===== src/hdl/snn_conv_pkg.sv =====
`default_nettype none

package snn_conv_pkg;

    // ====================
    // Layer geometry
    // ====================
    localparam int in_size = 8;
    localparam int padding = 1;
    localparam int kernel_size = 3;
    localparam int kernel_taps = kernel_size * kernel_size;
    // Same size as input since padding is 1 at stride 1
    localparam int out_size = in_size + 2 * padding - kernel_size + 1;
    localparam int out_channels = 4;
    localparam int neuron_count = out_size * out_size;

    // ====================
    // Field types
    // ====================
    typedef logic [2:0] coord_t;
    typedef logic [1:0] chan_t;
    typedef logic [3:0] tap_t;
    typedef logic signed [7:0] weight_t;
    // Q8.8 membrane potential
    typedef logic signed [15:0] vmem_t;
    // Row in upper three bits, column in lower three
    typedef logic [5:0] pos_t;
    typedef logic [7:0] stamp_t;
    // Channel [31:24], row [23:16], column [15:8], timestamp [7:0]
    typedef logic [31:0] spike_word_t;

    // 1.0 in Q8.8
    localparam vmem_t threshold_default = 16'sh0100;

    // ====================
    // FSM encodings
    // ====================
    typedef enum logic [1:0] {
        sc_idle,
        sc_scatter,
        sc_wait_scan
    } scatter_state_t;

    typedef enum logic [1:0] {
        scan_idle,
        scan_check,
        scan_emit
    } scan_state_t;

endpackage

`default_nettype wire


===== src/hdl/fire_scan.sv =====
`timescale 1ns/100ps
`default_nettype none

module fire_scan (
    input  logic                                  clk,
    input  logic                                  rst_n,
    input  snn_conv_pkg::vmem_t                   config_threshold,
    input  logic                                  config_valid,
    input  logic                                  scan_start,
    input  snn_conv_pkg::stamp_t                  stamp,
    output logic                                  scan_done,
    input  logic [snn_conv_pkg::out_channels-1:0] over_thresh,
    output snn_conv_pkg::pos_t                    scan_pos,
    output snn_conv_pkg::vmem_t                   threshold,
    output logic                                  clear_en,
    output snn_conv_pkg::chan_t                   clear_chan,
    output logic                                  spike_out_valid,
    output snn_conv_pkg::spike_word_t             spike_out_data,
    input  logic                                  spike_out_ready
);
    import snn_conv_pkg::*;

    scan_state_t state;
    chan_t low_chan;
    chan_t emit_chan;
    logic any_over;
    logic last_pos;

    // Threshold register
    always_ff @(posedge clk or negedge rst_n) begin
        if (!rst_n) begin
            threshold <= threshold_default;
        end else if (config_valid) begin
            threshold <= config_threshold;
        end
    end

    // ====================
    // Channel select
    // ====================
    // Walk down so the lowest set channel wins
    always_comb begin
        low_chan = '0;
        for (int i = out_channels - 1; i >= 0; i--) begin
            if (over_thresh[i]) begin
                low_chan = chan_t'(i);
            end
        end
    end

    assign any_over = |over_thresh;
    assign last_pos = (scan_pos == pos_t'(neuron_count - 1));
    assign scan_done = (state == scan_check) && !any_over && last_pos;

    assign spike_out_valid = (state == scan_emit);
    assign clear_en = spike_out_valid && spike_out_ready;
    assign clear_chan = emit_chan;

    // Output word frozen while emitting
    always_ff @(posedge clk) begin
        if (state == scan_check && any_over) begin
            emit_chan <= low_chan;
            spike_out_data <= {8'(low_chan), 5'b0, scan_pos[5:3], 5'b0, scan_pos[2:0], stamp};
        end
    end

    // ====================
    // FSM
    // ====================
    always_ff @(posedge clk or negedge rst_n) begin
        if (!rst_n) begin
            state <= scan_idle;
            scan_pos <= '0;
        end else begin
            case (state)
                scan_idle: begin
                    if (scan_start) begin
                        state <= scan_check;
                        scan_pos <= '0;
                    end
                end
                scan_check: begin
                    // Stay on this position until nothing is over
                    if (any_over) begin
                        state <= scan_emit;
                    end else if (last_pos) begin
                        state <= scan_idle;
                    end else begin
                        scan_pos <= scan_pos + 1'b1;
                    end
                end
                scan_emit: begin
                    if (spike_out_ready) begin
                        state <= scan_check;
                    end
                end
                default: state <= scan_idle;
            endcase
        end
    end

    a_out_stable: assert property (@(posedge clk) disable iff (!rst_n)
        spike_out_valid && !spike_out_ready |=> spike_out_valid && $stable(spike_out_data));

endmodule

`default_nettype wire


===== config.mk =====
export PLATFORM = sky130hd
export DESIGN_NAME = fire_scan
export DESIGN_NICKNAME = d
export VERILOG_FILES = /design/src/hdl/snn_conv_pkg.sv /design/src/hdl/fire_scan.sv
export SDC_FILE = /design/constraint.sdc
export NUM_CORES = 1
export LEC_CHECK = 0
export ABC_AREA = 1
export BUFFER_PORTS_ARGS = -buffer_cell sky130_fd_sc_hd__buf_4
export CORE_MARGIN = 2
export CORE_UTILIZATION = 30
export DETAILED_ROUTE_END_ITERATION = 16
export GPL_TIMING_DRIVEN = 0
export PLACE_DENSITY = 0.65
export SLEW_MARGIN = 40
export SYNTH_ARGS = -nofsm -noshare
export SYNTH_HDL_FRONTEND = slang
export SYNTH_SLANG_ARGS = --single-unit

===== constraint.sdc =====
create_clock -name clk -period 1.5 [get_ports clk]
set_input_delay 0.075 -clock clk [delete_from_list [all_inputs] [get_ports clk]]
set_output_delay 0.075 -clock clk [all_outputs]
set_load 0.02 [all_outputs]

== Word-level counts from Yosys, hierarchy flattened ==
Index checks and enable logic that the tools add are counted.
Word-level totals
  bits in registers: 42
  logic and storage cells: 37
  output and inout bits: 59
Operators by class
  eq/ne operators: 8
  multiplexer cells: 13
  reduce and logical (&&, ||, !) cells: 10
  $add $sub $neg: 1
Operator list (count)
  $mux W6: 3
  $mux W2: 8
  $pmux W6 S2: 1
  $add A6 B1 Y6 const B: 1
  $eq A6 B6 Y1 const B: 1
  $ne A2 B2 Y1 const B: 3
  $pmux W2 S3: 1
  $logic_and A1 B1 Y1: 4
  $reduce_and A4 Y1: 1
  $reduce_or A4 Y1: 1
  $ne A3 B3 Y1 const B: 1
  $reduce_and A3 Y1: 1
  $eq A2 B1 Y1 const B: 1
  $eq A2 B2 Y1 const B: 1
  $logic_not A2 Y1: 1
  $ne A2 B1 Y1 const B: 1
  $reduce_bool A2 Y1: 1
  $logic_not A1 Y1: 1

== Longest topological paths before layout ==
  depth in word-level cells: 4
  depth in mapped cells: 7
  depth with buffers taken out: 7

== Worst setup path before layout ==
Ideal clock, no wire load.
  path type: flip-flop to output port
  from: register scan_pos[0]
  to: output port scan_done
  arrival time: 1423 ps
  path slack: 2 ps
  path buffers: 0
  data required time: 1425 ps
  cell stages (with the launch flop): 4
  cell sequence: dfrtp_1 ha_1 nand3_2 nor3_1
On the way
  longest elaborated chain between the ends: 2
RTL lines
  start, declared: line fire_scan.sv:13  | output snn_conv_pkg::pos_t scan_pos,
  start signal, assigned: line fire_scan.sv:89  | scan_pos <= scan_pos + 1'b1;
  $eq A6 B6 Y1: line fire_scan.sv:52  | assign last_pos = (scan_pos == pos_t'(neuron_count - 1));
  $logic_and A1 B1 Y1: line fire_scan.sv:53  | assign scan_done = (state == scan_check) && !any_over && last_pos;
  end, declared: line fire_scan.sv:11  | output logic scan_done,
Every way passes these cells.

== Worst setup path in the final report ==
  from: register state[1]
  to: output port scan_done
On the way
  longest elaborated chain between the ends: 3
RTL lines
  start, declared: line fire_scan.sv:23  | scan_state_t state;
  start signal, assigned: line fire_scan.sv:72  | state <= scan_idle;
  start signal, assigned: line fire_scan.sv:78  | state <= scan_check;
  start signal, assigned: line fire_scan.sv:85  | state <= scan_emit;
  $eq A2 B1 Y1: line fire_scan.sv:53
  $logic_and A1 B1 Y1 (2 in a row): line fire_scan.sv:53
Every way passes these cells.

==> metrics.cfg <==
[global_route]
grt_pass1_vias=1219
antenna_found_initial=0
grt_pass1_wl_um=5420
track_usage_pct=10.8
grt-ovfl-total=0
grt_max_degree=25

[synthesis]
ys_async_sr_fraction_pct=60.0
yosysWarnings=0
yosysSeqAreaShare_pct=61.4
syn_area_um2=1760
synth_edf_count=16
ys.flop_type=dfrtp_1
synth_cells=143
ys_ff_latch=40
syn_avg_cell_area_um2=12.3
synth.distinct_cells=26

[route]
drt-total-wl_um=3580
ant_nets=0
top_layer=met4
route.detailed.drc=0
drtIter0Drc=61
first_pass_iters=4
met2_length_um=1770
dr_wl_met3_um=316
wirelength_met1_um=1420
vias=1346
vias_per_cell=4.10
wl_per_cell_um=10.9

[critical_path]
worstPathMaxFanout=4
required_ns=1.42
startpoint_type=register
r2r-start=scan_pos[0]
worstPathArrival_ns=1.33
cp.buffers_inverters=1
r2r_end=scan_pos[5]
cp_slowest_cell=dfrtp_2
path_delay_family=flip-flops
r2r_slack_ns=0.20
crit_chain=nor2_8 -> nand3_4 -> nor3_2 -> buf_4
reg2reg_depth=7
crit_path_max_incr_delay_ns=0.47
crit_type=reg2out
end_kind=output port

[clock_tree]
cts-root-to-sink-buffers=2
clk-insertion-delay-late_ns=0.29
cts_buffers=5
clk_pin_slew_ns=0.08
cts_max_level=2
cts.sinks=40
cts_tree=yes
root_buffer=clkbuf_8

[layout]
diodes=0
fin_area_um2=2760
final_common_cell=buf_4
final_cell_mix=buf_4 (96), nand2_1 (25), dfrtp_1 (19)
area_growth_pct=56.3
finalNonFillerCells=328
fin_nets=289
nFillCells=507
drive_gt1_share_pct=55.1

[timing]
rsz0062_at_grt=no
hold_viol=0
clock.fmax_mhz=710
finalWorstSetupSlack_ns=0.0922
skew_ns=0.00468
setup_tns_ns=0
min_period_ns=1.41
setup_violations=0
report.final.slew_viol_count=0
fin_crit_sh_pct=93.9

[run_status]
outcome=completed

[die]
core_area_um2=5610
die_area_um2=6510
die_h_um=80.7
initial_core_util_pct=31.4
num_io_pins=92
rows=27
die_w_um=80.7

[job]
drv_cap=0

[pwr]
p_comb_share_pct=34.2
leakagePower_nw=1.32
p_clk_share_pct=23.9
finalPower_mw=3.59
vdd_ir_drop_max_v=0.000631
powerDensity_nw_per_um2=1300
swShare_pct=32.0
internal_power_mw=2.44
switchingPower_mw=1.15
p_seq_share_pct=42.0

[place]
dp_hpwl_um=2650
preCtsSetupSlack_ns=-0.0544
placed_cell_area_um2=2460
place.port_buffers=74
placed_cells=304
gp_routability_congestion=0.768

[worst_hold_path]
hold-path-cell-count=2
hold-path-endpoint=threshold[6]
hold_path.class=in2reg
hp-start=config_threshold[6]

power by group through the flow:
| stage | combinational (mW) | clock [mW] | sequential [mW] |
|---|---|---|---|
| after floorplan | 0.440 | 0 | 1.75 |
| after global placement | 1.11 | 0 | 1.53 |
| after detailed placement | 1.12 | 0 | 1.53 |
| after CTS | 1.16 | 0.888 | 1.51 |
| after global routing | 1.32 | 0.953 | 1.53 |
| final | 1.23 | 0.857 | 1.51 |
routing by layer:
metal / vias to the layer above / global-route usage (%)
met5: - / 0
li1: 667 / -
met2: 62 / 18.7
met1: 609 / 12.3
met3: 8 / 3.15
met4: 0 / 4.92
area by class of cell:
type                       instances  area, µm²  share of cell area (%)
clock buffer                       5       68.8                    2.50
inverter                           9       37.5                    1.36
tap                               72       90.1                    3.27
clock inverter                     3       42.5                    1.54
buffer                            20        148                    5.36
multi-input combinational         89        563                    20.4
sequential                        40       1090                    39.5
timing repair buffer              90        718                    26.1
synth_stat cells (2+ instances only):
master     n  share of area [%]
nand2_1   25                5.3
dfrtp_1   23                 33
buf_4     19                8.1
edfxtp_1  16                 27
mux2_2    16                 10
nor2_1     8                1.7
inv_1      7                1.5
nand3_1    5                1.4
inv_2      2               0.43
nand2_2    2               0.71
nand4_1    2               0.71
nor2_2     2               0.71
nor3_1     2               0.57
xnor2_1    2               0.99
metrics by stage:
stage / utilization, % / hold slack, ns
global placement: 44.0 / 0.00381
detailed placement: 44.0 / -0.000767
floorplan: - / -0.221
global route: 49.1 / 0.00320
finish: 49.1 / 0.0153
CTS: 48.0 / 0.00588
flip-flops by register name, indices dropped and copies added, names as in the netlist:
name,count
threshold,16
spike_out_data,14
scan_pos,6
clear_chan,2
state,2
cells by family (layout without fill, tap and decap cells):
logic type                 count (synthesis)  count (layout)  share of synthesized area (%)
adders and majority gates                  1               1                          0.710
muxes                                     16              16                           10.2
and+or+nand+nor                           51              51                           15.1
DFF                                       40              40                           61.4
xor gates and xnor gates                   2               2                          0.994
AOI/OAI and AO/OA                          3               3                           1.06
other                                      1              16                          0.213
buffers and inverters                     29             127                           10.3
how the worst max path moves through the flow:
stage | depth (start not counted) | from | slack (ns) | end
6_report | 4 | state[1] | 0.09 | scan_done
5_1_grt | 4 | scan_pos[0] | 0.005 | scan_done
4_1_cts | 4 | scan_pos[0] | 0.01 | scan_done
3_5_place_dp | 4 | state[0] | -0.05 | spike_out_data[3]
3_3_place_gp | 4 | state[0] | -0.04 | spike_out_data[3]
2_1_floorplan | 3 | scan_pos[0] | 0.002 | scan_done
what timing repair did:
item,in CTS,in global routing
pin swaps,1,0
hold buffers,10,2
gates resized for setup,5,2
hold endpoints to repair,33,2
buffers inserted,0,4
endpoints found under the setup margin,17,17
No activity file was read; power rests on OpenSTA's default activity.
