### src/hdl/snn_conv_pkg.sv
`default_nettype none

package snn_conv_pkg;

    // ====================
    // Layer geometry
    // ====================
    localparam int in_size = 8;
    localparam int padding = 1;
    localparam int kernel_size = 3;
    localparam int kernel_taps = kernel_size * kernel_size;
    // Same size as input since padding is 1 at stride 1
    localparam int out_size = in_size + 2 * padding - kernel_size + 1;
    localparam int out_channels = 4;
    localparam int neuron_count = out_size * out_size;

    // ====================
    // Field types
    // ====================
    typedef logic [2:0] coord_t;
    typedef logic [1:0] chan_t;
    typedef logic [3:0] tap_t;
    typedef logic signed [7:0] weight_t;
    // Q8.8 membrane potential
    typedef logic signed [15:0] vmem_t;
    // Row in upper three bits, column in lower three
    typedef logic [5:0] pos_t;
    typedef logic [7:0] stamp_t;
    // Channel [31:24], row [23:16], column [15:8], timestamp [7:0]
    typedef logic [31:0] spike_word_t;

    // 1.0 in Q8.8
    localparam vmem_t threshold_default = 16'sh0100;

    // ====================
    // FSM encodings
    // ====================
    typedef enum logic [1:0] {
        sc_idle,
        sc_scatter,
        sc_wait_scan
    } scatter_state_t;

    typedef enum logic [1:0] {
        scan_idle,
        scan_check,
        scan_emit
    } scan_state_t;

endpackage

`default_nettype wire

### src/hdl/spike_scatter.sv
`timescale 1ns/100ps
`default_nettype none

module spike_scatter (
    input  logic                      clk,
    input  logic                      rst_n,
    input  logic                      spike_in_valid,
    input  snn_conv_pkg::spike_word_t spike_in_data,
    output logic                      spike_in_ready,
    output logic                      acc_en,
    output snn_conv_pkg::tap_t        acc_tap,
    output snn_conv_pkg::pos_t        acc_pos,
    output logic                      scan_start,
    output snn_conv_pkg::stamp_t      stamp,
    input  logic                      scan_done
);
    import snn_conv_pkg::*;

    scatter_state_t state;

    // Captured spike fields
    coord_t in_row;
    coord_t in_col;
    stamp_t in_stamp;

    // Tap counter with its kernel row and column
    tap_t tap;
    logic [1:0] k_row;
    logic [1:0] k_col;

    // Wide enough that a negative target wraps far out of range
    logic [4:0] t_row;
    logic [4:0] t_col;
    logic in_range;
    logic last_tap;
    logic accept;

    assign spike_in_ready = (state == sc_idle);
    assign accept = spike_in_valid && spike_in_ready;

    // ====================
    // Target position
    // ====================
    // Output = input + padding - kernel offset
    assign t_row = 5'(in_row) + 5'(padding) - 5'(k_row);
    assign t_col = 5'(in_col) + 5'(padding) - 5'(k_col);
    assign in_range = (t_row < 5'(out_size)) && (t_col < 5'(out_size));

    assign acc_en = (state == sc_scatter) && in_range;
    assign acc_tap = tap;
    assign acc_pos = {t_row[2:0], t_col[2:0]};

    // Scan starts alongside the ninth tap and sees its update next cycle
    assign last_tap = (tap == tap_t'(kernel_taps - 1));
    assign scan_start = (state == sc_scatter) && last_tap;
    assign stamp = in_stamp;

    // Input channel field ignored as there is one input channel
    always_ff @(posedge clk) begin
        if (accept) begin
            in_row <= spike_in_data[18:16];
            in_col <= spike_in_data[10:8];
            in_stamp <= spike_in_data[7:0];
        end
    end

    // ====================
    // FSM
    // ====================
    always_ff @(posedge clk or negedge rst_n) begin
        if (!rst_n) begin
            state <= sc_idle;
            tap <= '0;
            k_row <= '0;
            k_col <= '0;
        end else begin
            case (state)
                sc_idle: begin
                    if (accept) begin
                        state <= sc_scatter;
                        tap <= '0;
                        k_row <= '0;
                        k_col <= '0;
                    end
                end
                sc_scatter: begin
                    if (last_tap) begin
                        state <= sc_wait_scan;
                    end else begin
                        tap <= tap + 1'b1;
                        // Columns step fastest within a kernel row
                        if (k_col == 2'(kernel_size - 1)) begin
                            k_col <= '0;
                            k_row <= k_row + 1'b1;
                        end else begin
                            k_col <= k_col + 1'b1;
                        end
                    end
                end
                sc_wait_scan: begin
                    if (scan_done) begin
                        state <= sc_idle;
                    end
                end
                default: state <= sc_idle;
            endcase
        end
    end

    // Accumulation only on the nine kernel taps
    a_acc_in_scatter: assert property (@(posedge clk) disable iff (!rst_n)
        acc_en |-> tap < tap_t'(kernel_taps));

    // Nine taps from acceptance to scan start
    a_accept_to_scan: assert property (@(posedge clk) disable iff (!rst_n)
        accept |-> ##9 scan_start);

endmodule

`default_nettype wire

### config.mk
export PLATFORM = sky130hd
export DESIGN_NAME = spike_scatter
export DESIGN_NICKNAME = d
export VERILOG_FILES = /design/src/hdl/snn_conv_pkg.sv /design/src/hdl/spike_scatter.sv
export SDC_FILE = /design/constraint.sdc
export NUM_CORES = 1
export LEC_CHECK = 0
export ABC_CLOCK_PERIOD_IN_PS = 4200
export BUFFER_PORTS_ARGS = -buffer_cell sky130_fd_sc_hd__buf_2
export CORE_ASPECT_RATIO = 0.9
export CORE_UTILIZATION = 45
export DETAILED_ROUTE_END_ITERATION = 12
export HOLD_SLACK_MARGIN = 0.1
export MAX_ROUTING_LAYER = met4
export PLACE_DENSITY = 0.87
export SLEW_MARGIN = 20
export SYNTH_ARGS = -nofsm -noshare
export SYNTH_HDL_FRONTEND = slang
export SYNTH_SLANG_ARGS = --single-unit
### constraint.sdc
create_clock -name clk -period 4.2 [get_ports clk]
set_input_delay 1.05 -clock clk [delete_from_list [all_inputs] [get_ports clk]]
set_output_delay 1.05 -clock clk [all_outputs]
set_load 0.03 [all_outputs]
# == Yosys cells after proc, flatten, opt, wreduce, memory -nomap -nowiden ==
# Cells that the tools add are included.
# classes
add_sub_neg,7
n_mul,0
n_div,0
order_cmp,2
n_eq_ne,9
n_shift,0
mux,14
bitwise_logic,0
n_reduce_logical,9
# ops
op,count
2-bit 2-to-1 mux,8
"5-bit by 4-bit < comparator with 1-bit output, second input constant",2
4-bit by 2-bit subtractor with 5-bit output,2
"3-bit by 1-bit adder with 4-bit output, second input constant",2
4-bit 2-to-1 mux,2
2-bit case mux with 2 select lines,2
4-bit case mux with 2 select lines,1
"2-bit inequality test, second input constant",3
2-bit case mux with 3 select lines,1
3-bit AND reduction,2
"2-bit by 1-bit adder with 2-bit output, second input constant",2
"4-bit by 1-bit adder with 4-bit output, second input constant",1
"2-bit equality test, second input constant",2
"4-bit equality test, second input constant",1
1-bit logical AND,4
"2-bit by 1-bit inequality test with 1-bit output, second input constant",2
4-bit AND reduction,1
"2-bit by 1-bit equality test with 1-bit output, second input constant",1
2-bit logical NOT,1
2-bit nonzero test,1
# word_totals
regBits,24
latchBits,0
ram_bits,0
romBits,0
input_bits,36
out_inout_bits,21
wordCells,48
mem_count,0

# == Logic depth before layout (Yosys ltp) ==
# depth
ltp_word,5
depth_mapped,9
mapped_depth_nobuf,9

# == Least setup slack after synthesis ==
# No wires, ideal clock.
# synth_path
path_kind,reg-to-output
from,register k_col[1]
to,output port acc_en
arrival_time_ps,2326
required_time_ps,3150
setup_slack_ps,824
stages_incl_launch_ff,9
n_path_buf,0
cell_sequence,dfrtp_1 ha_1 inv_1 ha_1 inv_1 fa_1 xor2_1 a221o_1 nor3_1
# synth_via
elab_chain_cells,4
# synth_rtl
element,line_no,source
from (decl),spike_scatter.sv:29,logic [1:0] k_col;
from (signal assigned),spike_scatter.sv:96,k_col <= k_col + 1'b1;
4-bit by 2-bit subtractor with 5-bit output,spike_scatter.sv:46,assign t_col = 5'(in_col) + 5'(padding) - 5'(k_col);
5-bit by 4-bit < comparator with 1-bit output,spike_scatter.sv:47,assign in_range = (t_row < 5'(out_size)) && (t_col < 5'(out_size));
1-bit logical AND,spike_scatter.sv:47,
1-bit logical AND,spike_scatter.sv:49,assign acc_en = (state == sc_scatter) && in_range;
to (decl),spike_scatter.sv:10,"output logic acc_en,"
# No other way between the ends.

# == Worst setup path in the final report ==
# Same ends and word-level chain as after synthesis.

==> results list <==
- Count of cells along the worst hold path: 1
* Startpoint of the lowest-slack register-to-register path: acc_tap[0]$_DFFE_PN0P_
- Core Rows: 17
- X dimension of the die: 57.1 µm
- After synthesis, the netlist uses 30 different library cells.
- Top achievable clock speed: 281 MHz
* Category of the worst setup path capture point: primary output
* Mean cell area of the mapped netlist: 12.9 µm²
* Number of vias after detailed routing: 857
- Gate Count Post-Synth: 95
- Maximum clock path buffer count: 2
* End of the worst register-to-register path: k_col[0]$_DFFE_PN0P_
- Initial drt markers: 23
- Number of buffers added on ports: 38
- The final reports fail on design-rule violations.
- Worst clock skew on the final layout: about 7.4 ps
- Length in cells of the worst reg-to-reg path: 5
* Worst Hold Margin: roughly 540 ps
* Worst hold path startpoint: k_col[0]$_DFFE_PN0P_
* Reported max-cap violation count: 0
- Clock-pin slew was measured on the worst setup and hold paths at ~130 ps.
- Root cell of the clock tree: sky130_fd_sc_hd__clkbuf_4
- Number of nets with antenna violations after routing: 0
- Maximum cell stage delay along the critical path: 450 ps
- Dividing the detail-routed wire length by the instance count gives 13.3 µm.
* Number of optimization iterations in the first detailed-route pass: 8
- Aggregate global-route resource usage: roughly 17%
* Setup repair after global routing missed its margin: false
- Arrival time of data at the critical path endpoint: 2500 ps
- The synthesized design contains 14 enable-type register cells.
- Final count of negative-setup-slack endpoints: 0
- DRT Wirelength: 2180 µm
- Asr flop ratio synth: 41.7%
- TritonCTS built the clock tree.
* Maximum number of pins on one net before global-route repair: 15
- In this run the power density over the cells is between 600 and 700 nW/µm².
- Synthesis produced a netlist with a net count of 145.
- Ports: 57
* Placed cell count: 160
- Number of register bits inferred by synthesis: 24
- Max-slew headroom: 64.7%
- After floorplanning, the core was sized to cover around 2500 µm².
* Later-pin clock latency in the skew report: roughly 310 ps
* PostCTS Resize Cnt: 0
* Crit Path Max Fanout: 5
- Final-report hold violation count: 0
- Ys flop type: sky130_fd_sc_hd__edfxtp_1
* Yosys Warn Count: 0
- The critical path is of the flop to primary output type.
* Most frequent standard cell in the layout excluding fill and tap cells: sky130_fd_sc_hd__buf_2
- Antenna cells: 0
* Setup repair bufs after CTS: 0
* Clock Sinks: 24
- Antenna violations before repair: 0
* Die boundary height: 51.6 µm
- The flow ran to the end, but the final reports show violations.
- The wire-length estimate of the detail-placed layout is 1660 µm.
* Sequential share of the synthesized area: a little over half
- Clock share of power: 10.4%
- Area delta synth->final: 19.5%
- The initial utilization of the core area, before any placement, comes to approximately half.
* Leakage power: 0.707 nW
- The smallest clock period supported by the final layout is computed as 3550 ps.
* Crit path cell chain: ha_1, inv_1, ha_1, inv_1, fa_1, xor2_1, a221o_1, nor3_1, buf_2
- Endpoint required time on the critical path: 3150 ps
- Number of global-route vias before repair: 862
- For this run, the post-layout net count is 187.
- The setup check on the worst reg-to-reg path leaves a slack of 2470 ps.
- For this run the aggregate overflow at the end of global routing stands at 0.
- In this run switching power makes up 45.7% of total power.
- Max Transition Viols Final: 0
- After layout, the worst setup slack is 646 ps.
- In the routed layout, each cell is associated on average with a via count of roughly 5.2.
- Wire length of the first global-routing pass: about 3700 µm
- Pre-CTS setup slack: 1020 ps
* Non-filler instance count after layout: 164
* Combinational group share of total power: a little over half
* Post-route DRC violation count: 4
- Final total power: 983 µW
- Summing every instance area after synthesis gives 1230 µm².
- Final cycle utilization of the critical path: 84.6%
* Type of the worst min-delay path: flop to flop
- In the final layout, the share of cells above drive strength 1 is 34.6%.
* End point of the worst hold path: k_col[1]$_DFFE_PN0P_
* H-tree Lvls: 1
- The worst setup path is launched from a flop.
- Internal power comes to around 530 µW.
* CTS Buf Count: 3
- VDD IR-drop max: 0.269 mV
- Leaving out fill and tap cells, the most frequent cells in the layout are 38 x sky130_fd_sc_hd__buf_2, 17 x sky130_fd_sc_hd__inv_1, 14 x sky130_fd_sc_hd__edfxtp_1.
* Switch Pwr: 450 µW
- At the pin with the least slew margin, the transition time is 530 ps.
* Proportion of power drawn by flip-flops and latches: 36.9%
- CTS Hold Bufs: 0
- On the critical path, the stage with the largest delay is an instance of sky130_fd_sc_hd__dfrtp_1.
- The floorplan step defined a die boundary enclosing 2950 µm².
- For the final routed database, the setup TNS stands at 0 ps.
* Weighted congestion at the end of routability-driven global placement: 0.851
[worst max-delay path, delay by kind of cell (launching register included)]
family / cells / cell delay (ps)
DFF: 1 / 450
xor gates and xnor gates: 1 / 150
AOI/OAI and AO/OA: 1 / 260
adders and majority gates: 3 / 820
and+or+nand+nor: 1 / 160
buffers and inverters: 3 / 340
[synth_stat cells (2+ instances only)]
cell type,number,area share [%]
sky130_fd_sc_hd__inv_1,17,5.2
sky130_fd_sc_hd__ha_1,12,12
sky130_fd_sc_hd__o21ai_0,3,1.2
sky130_fd_sc_hd__nand2_1,3,0.92
sky130_fd_sc_hd__nor2_1,3,0.92
sky130_fd_sc_hd__o22ai_1,2,1.0
sky130_fd_sc_hd__a22o_1,2,1.4
sky130_fd_sc_hd__dfrtp_1,10,20
sky130_fd_sc_hd__fa_1,2,3.3
sky130_fd_sc_hd__edfxtp_1,14,34
sky130_fd_sc_hd__nand2b_1,2,1.0
sky130_fd_sc_hd__xor2_1,2,1.4
sky130_fd_sc_hd__nand3_1,6,2.4
[final cells by class]
type	instances	area [µm²]
Timing Repair Buffer	38	190
Fill cell	206	1040
Tap cell	28	35.0
Sequential cell	24	671
Clock buffer	3	22.5
Inverter	17	63.8
Multi-Input combinational cell	53	484
Clock inverter	1	3.75
[per-stage QoR]
step	utilization, %	cell area, µm²
finish	58.6	1470
global route	58.6	1470
CTS	58.6	1470
detailed placement	57.5	1440
global placement	57.5	1440
floorplan	-	1230
[how the worst max path moves through the flow]
stage / endpoint / slack (ps) / startpoint / cells past startpoint
4_1_cts: acc_en / 650 / k_col[1]$_DFFE_PN0P_ / 9
6_report: acc_en / 650 / k_col[1]$_DFFE_PN0P_ / 9
5_1_grt: acc_en / 440 / k_col[1]$_DFFE_PN0P_ / 9
2_1_floorplan: acc_en / 820 / k_col[1]$_DFFE_PN0P_ / 8
3_3_place_gp: acc_en / 1080 / k_col[1]$_DFFE_PN0P_ / 9
3_5_place_dp: acc_en / 1020 / k_col[1]$_DFFE_PN0P_ / 9
[routing by layer]
metal / vias up / wire length (µm) / GRT usage, % / share of wire [%]
met3: 5 / 158 / 3.98 / 7.2
li1: 416 / - / - / -
met4: 0 / 48 / 8.94 / 2.2
met2: 42 / 1040 / 28.8 / 48
met1: 394 / 934 / 20.1 / 43
met5: - / 0 / - / 0
[flip-flops by register name, summed over array words and instances, names as in the netlist]
signal and count:
k_col 2, in_row 3, acc_tap 4, stamp 8
state 2, in_col 3, k_row 2
[power groups by stage]
stage               registers [mW]  logic, mW  clock network [mW]
floorplan                    0.403      0.360                   0
global placement             0.362      0.494                   0
detailed placement           0.365      0.520                   0
CTS                          0.362      0.523               0.107
global route                 0.373      0.573               0.113
finish                       0.363      0.518               0.103
[cells by family after synthesis]
kind of cell / synth area share (%)
adder cells (fa/ha/maj): 15.5
AO/OA/AOI/OAI: 8.65
flip-flops: 54.5
multiplexers: 0.915
XOR/XNOR: 2.14
AND/OR/NAND/NOR: 12.2
buffers and inverters: 6.10
No activity file was read; power rests on OpenSTA's default activity.
